### src/mem_cfg_pkg.sv
/* sizing of the dual-port test memory; data_w must be a multiple of 8
   and mem_bytes a power of two no larger than the address range */

package mem_cfg_pkg;

  // ----------------------------------------------------------------------
  // request address and data word
  // ----------------------------------------------------------------------

  parameter int addr_w = 16;  // byte address
  parameter int data_w = 32;

  // ----------------------------------------------------------------------
  // memory organisation
  // ----------------------------------------------------------------------

  parameter int mem_bytes  = 1024;
  parameter int byte_lanes = data_w / 8;

  // byte offset bits inside one word
  parameter int off_w = $clog2(byte_lanes);

endpackage
### src/mem_msg_pkg.sv
/* message formats of the request/response channels and of the port to
   bank access; the word index is sized for mem_bytes, so a smaller
   memory uses only its low bits */

package mem_msg_pkg;

  import mem_cfg_pkg::*;

  // ----------------------------------------------------------------------
  // channel messages
  // ----------------------------------------------------------------------

  typedef enum logic [2:0]
  {
    mem_read    = 3'd0,
    mem_write   = 3'd1,
    mem_amo_add = 3'd2,
    mem_amo_and = 3'd3,
    mem_amo_or  = 3'd4
  } mem_type_e;

  typedef logic [1:0] mem_len_t;

  localparam mem_len_t len_word = 2'd0;
  localparam mem_len_t len_byte = 2'd1;
  localparam mem_len_t len_half = 2'd2;  // 3 is not a legal length

  typedef struct packed
  {
    mem_type_e           msg_type;
    logic [addr_w-1:0]   addr;
    mem_len_t            len;
    logic [data_w-1:0]   data;
  } mem_req_t;  // 53 bits at default sizes

  typedef struct packed
  {
    mem_type_e           msg_type;
    mem_len_t            len;
    logic [data_w-1:0]   data;
  } mem_resp_t;  // 37 bits

  // ----------------------------------------------------------------------
  // port controller to bank
  // ----------------------------------------------------------------------

  localparam int word_idx_w = $clog2(mem_bytes / byte_lanes);

  typedef struct packed
  {
    mem_type_e             op;
    logic [word_idx_w-1:0] idx;    // word index
    logic [byte_lanes-1:0] mask;   // lanes touched by a write
    logic [data_w-1:0]     wdata;  // already shifted to its lanes
  } bank_acc_t;

  typedef logic [data_w-1:0] bank_rdata_t;

endpackage

### src/mem_port_ctrl.sv
/* one request port: holds a single request until the bank grants it,
   then holds the response until it is taken; accesses must be aligned
   and atomics word-length, both checked by assertions */

`timescale 1ns/1ps

module mem_port_ctrl
  import mem_cfg_pkg::*;
  import mem_msg_pkg::*;
#(
  parameter int mem_words = 256
)(
  input  logic        clk,
  input  logic        rst_n,

  input  logic        req_val,
  output logic        req_rdy,
  input  mem_req_t    req_msg,

  output logic        resp_val,
  input  logic        resp_rdy,
  output mem_resp_t   resp_msg,

  output logic        acc_val,
  output bank_acc_t   acc,
  input  logic        grant,
  input  bank_rdata_t rdata
);

  mem_req_t              req_q;
  logic                  busy_q;      // request waiting for the bank
  logic                  resp_val_q;
  mem_resp_t             resp_q;

  logic                  req_fire;
  logic [off_w+2:0]      shamt;       // byte offset in bits
  logic [byte_lanes-1:0] lane_mask;
  bank_rdata_t           rd_shift;
  logic [data_w-1:0]     resp_data;

  assign req_rdy  = !busy_q && !resp_val_q;
  assign req_fire = req_val && req_rdy;

  // ----------------------------------------------------------------------
  // request capture and response holding
  // ----------------------------------------------------------------------

  always_ff @(posedge clk)
  begin
    if (!rst_n)
    begin
      busy_q     <= 1'b0;
      resp_val_q <= 1'b0;
    end
    else
    begin
      if (req_fire)
        busy_q <= 1'b1;
      else if (busy_q && grant)
        busy_q <= 1'b0;

      if (busy_q && grant)
        resp_val_q <= 1'b1;
      else if (resp_val_q && resp_rdy)
        resp_val_q <= 1'b0;
    end
  end

  always_ff @(posedge clk)
  begin
    if (req_fire)
      req_q <= req_msg;
    if (busy_q && grant)
      resp_q <= '{msg_type: req_q.msg_type, len: req_q.len, data: resp_data};
  end

  // ----------------------------------------------------------------------
  // lane alignment
  // ----------------------------------------------------------------------

  assign shamt = {req_q.addr[off_w-1:0], 3'b000};

  always_comb
  begin
    case (req_q.len)
      len_byte: lane_mask = {{(byte_lanes-1){1'b0}}, 1'b1} << req_q.addr[off_w-1:0];
      len_half: lane_mask = {{(byte_lanes-2){1'b0}}, 2'b11} << req_q.addr[off_w-1:0];
      default:  lane_mask = '1;  // full word
    endcase
  end

  assign acc_val   = busy_q;
  assign acc.op    = req_q.msg_type;
  assign acc.idx   = req_q.addr[off_w +: word_idx_w];
  assign acc.mask  = lane_mask;
  assign acc.wdata = req_q.data << shamt;

  // old word back down to lane 0, zero-extended
  assign rd_shift = rdata >> shamt;

  always_comb
  begin
    case (req_q.len)
      len_byte: resp_data = {{(data_w-8){1'b0}}, rd_shift[7:0]};
      len_half: resp_data = {{(data_w-16){1'b0}}, rd_shift[15:0]};
      default:  resp_data = rd_shift;
    endcase
  end

  assign resp_val = resp_val_q;
  assign resp_msg = resp_q;

  // ----------------------------------------------------------------------
  // request legality, checked at acceptance
  // ----------------------------------------------------------------------

  a_len_legal : assert property (@(posedge clk) disable iff (!rst_n)
    req_fire |-> req_msg.len != 2'd3)
    else $error("illegal access length");

  a_aligned : assert property (@(posedge clk) disable iff (!rst_n)
    req_fire |-> (req_msg.len == len_half) ? !req_msg.addr[0] :
                 (req_msg.len == len_word) ? req_msg.addr[off_w-1:0] == '0 : 1'b1)
    else $error("unaligned access");

  a_in_range : assert property (@(posedge clk) disable iff (!rst_n)
    req_fire |-> req_msg.addr[addr_w-1:off_w] < mem_words)
    else $error("address outside memory");

  a_amo_word : assert property (@(posedge clk) disable iff (!rst_n)
    req_fire && req_msg.msg_type inside {mem_amo_add, mem_amo_and, mem_amo_or}
      |-> req_msg.len == len_word)
    else $error("atomic access not word-length");

endmodule

### config.mk
export PLATFORM = sky130hd
export DESIGN_NAME = mem_port_ctrl
export DESIGN_NICKNAME = d
export VERILOG_FILES = /design/src/mem_cfg_pkg.sv /design/src/mem_msg_pkg.sv /design/src/mem_port_ctrl.sv
export SDC_FILE = /design/constraint.sdc
export NUM_CORES = 1
export LEC_CHECK = 0
export ABC_CLOCK_PERIOD_IN_PS = 2600
export BUFFER_PORTS_ARGS = -buffer_cell sky130_fd_sc_hd__buf_2
export CAP_MARGIN = 20
export CORE_ASPECT_RATIO = 1.75
export CORE_MARGIN = 3
export CORE_UTILIZATION = 41
export CTS_CLUSTER_SIZE = 12
export DETAILED_ROUTE_END_ITERATION = 12
export GPL_TIMING_DRIVEN = 0
export MAX_ROUTING_LAYER = met4
export PLACE_DENSITY_LB_ADDON = 0.05
export REMOVE_ABC_BUFFERS = 1
export SLEW_MARGIN = 20
export SYNTH_ARGS = -nofsm -noshare
export SYNTH_HDL_FRONTEND = slang
export SYNTH_SLANG_ARGS = --single-unit
### constraint.sdc
create_clock -name clk -period 2.6 [get_ports clk]
set_input_delay 0.13 -clock clk [delete_from_list [all_inputs] [get_ports clk]]
set_output_delay 0.13 -clock clk [all_outputs]
set_load 0.005 [all_outputs]
==> run metrics <==
cell family with most CP delay=simple AND/OR/NAND/NOR gates; RSZ-0062 raised after global routing=no; final setup fails=0; grt met1 use=19.9%; TritonCTS Sinks=86; Cell Area, Synth=0.00388 sq mm; Core Area=0.00915 sq mm; final wirelength=9160 um; top cells by area, synth=edfxtp_1 (65%), mux2i_1 (6.2%), a211oi_1 (6.2%); DRT Pass-1 Iters=4; hold_sp=rst_n; share of the synthesized area in the top cell type=65.0%; hold path cells=2; global-route wire length before repair=14400 um; Max-slew headroom=51.7%; Num CTS Buffers=9; CTS tree=built; post-DR wirelength/cell=14.7 um; DRC=0; IO Pins=177; Fin. Hold Viols=0; antenna violations before repair=0; Slowest Stage Delay on Critical Path=0.66 ns; largest net degree at the start of global routing=31; Startpoint Class=flop; VDD IR max=0.000451 V; ANT nets after route=0; via count=2978; Static Leakage=0.00234 uW; skew final=0.00528 ns; clock slew at reported path FFs=0.06 ns; met3 Usage GRT=4.54%; max-cap viol count=0; cells on worst reg2reg path=4; Buf/Inv on CP=3; Area after DPL=0.00485 sq mm; Worst-Margin Slew=0.722 ns; n_diodes=0; Die Y=135 um; Hold Path Class=primary input to flop; Initial Utilization=42.4%; M2 GR Usage=31.7%; dpl hpwl=6530 um; Fin Setup TNS=0 ns; f_max=416 MHz; reg2reg start=req_q[35]; Worst setup EP type=output pin; CTS max path bufs=2; number of cells on the critical path=5; worst path cell trace=buf_16 -> buf_8 -> nor2_1 -> and2_1 -> buf_2; average size of a mapped cell=13.4 sq um; status=completed; initial DRC count=90; Root Driver=clkbuf_16; htree depth=3; number of global-route vias before repair=3025; IO buf count=170; die area=0.0107 sq mm; synthesis warning total=0; layout cells sized above 1=39.6%; Vias/cell=4.79; WS Path Type=flop to output pin; Period minus WS final=2.40 ns; GPL Wtd Cong=0.728; GRT overflow=0; Horiz. Die Dim=79.5 um; grt peak-use layer=met2; cell taking the most area after synthesis=edfxtp_1; Distinct cells, synth=22; DP Worst Slack=0.330 ns; Cells after Synth=290; Hold EP=resp_val; Slew Viols, Final=0; Seq/Total Area, Yosys=66.0%; Setup WS post-layout=0.196 ns; total power draw=3320 uW; row count=46; final instance area=0.00560 sq mm; aggregate global-route resource usage=18.2%; Data required, critical path=2.47 ns; Power Dens Cells=593 mW/mm^2; worst reg2reg setup slack=0.67 ns; Final period util=92.5%; Max stage delay cell, worst path=edfxtp_1; NumNets Final=588; worst skew pair latency=0.34 ns; Crit Path Max Fanout=17; crit path DAT=2.27 ns; post-synthesis register bit count=86; Critical R2R Capture=resp_msg[26]; Hold WS=0.0102 ns; Area growth syn-to-layout=44.4%; postcts setup bufs=0
==> area by class of cell <==
class                      count  area [sq um]
fill                         751          3550
multi-input combinational    173          1120
inverter                       1          3.75
sequential                    86          2560
clock inverter                 7          48.8
timing repair buffer         226          1490
clock buffer                   9           225
tap                          120           150
==> synthesized netlist by cell type <==
cell and instances:
o21ai_0 10, o21bai_1 1, and2_1 18, buf_4 15
nand2_1 9, edfxtp_1 84, buf_6 3, dfxtp_1 2
nor2_2 1, a21oi_1 16, mux2i_1 24, a211oi_1 32
nand2b_1 10, buf_1 2, or2_2 1, inv_1 1
o21a_1 2, nor2b_1 27, nor2_1 21, ha_1 1
buf_2 6, clkbuf_1 4
==> layout by cell type, fill, tap and decap left out, drive strengths merged <==
cell type / instances
buf: 179
edfxtp: 84
dlygate4sd3: 47
a211oi: 32
nor2b: 27
mux2i: 24
nor2: 22
and2: 18
a21oi: 16
nand2b: 10
o21ai: 10
nand2: 9
clkbuf: 9
clkinvlp: 3
inv: 3
o21a: 2
dfxtp: 2
clkinv: 2
o21bai: 1
or2: 1
ha: 1
==> registers in the layout, indices dropped and copies added, names as in the netlist <==
signal,flops
req_q,36
acc,11
acc_val,1
resp_val,1
resp_msg,37
==> per-stage QoR <==
| step | util, % | std cells |
|---|---|---|
| 2_1_floorplan | - | 260 |
| 5_1_grt | 61.2 | 622 |
| 4_1_cts | 61.2 | 622 |
| 3_3_place_gp | 51.2 | 550 |
| 3_5_place_dp | 53.0 | 559 |
| 6_report | 61.2 | 622 |
==> worst max path at each step <==
stage	start	to	slack (ns)
2_1_floorplan	req_q[34]	acc[32]	-0.13
3_3_place_gp	req_q[34]	acc[22]	-1.45
3_5_place_dp	req_q[34]	acc[22]	0.33
4_1_cts	req_q[34]	acc[5]	0.14
5_1_grt	req_q[34]	acc[5]	0.04
6_report	req_q[34]	acc[5]	0.20
==> per-layer routing <==
metal	share of wire (%)	routed length (um)
met5	0	0
met2	56	5130
met1	37	3350
met3	6.0	554
met4	1.5	133
==> cell families (layout without fill, tap and decap cells) <==
family / count (synthesis) / after routing / synth area share [%]
AOI/OAI and AO/OA: 61 / 61 / 10.1
muxes: 24 / 24 / 6.19
DFF: 86 / 86 / 66.0
buffers and inverters: 31 / 243 / 5.22
adders and majority gates: 1 / 1 / 0.322
and+or+nand+nor: 87 / 87 / 12.1
==> timing repair <==
action,CTS,global route
hold endpoints to repair,47,0
resized for setup,1,0
endpoints found under the setup margin,9,0
hold buffers,47,0
==> report_power, final <==
| group | switching, uW | internal (uW) |
|---|---|---|
| Sequential | 34.9 | 1620 |
| Clock | 522 | 648 |
| Combinational | 238 | 260 |
| Total | 794 | 2530 |
Note: power is estimated with default switching activity, not from simulation.
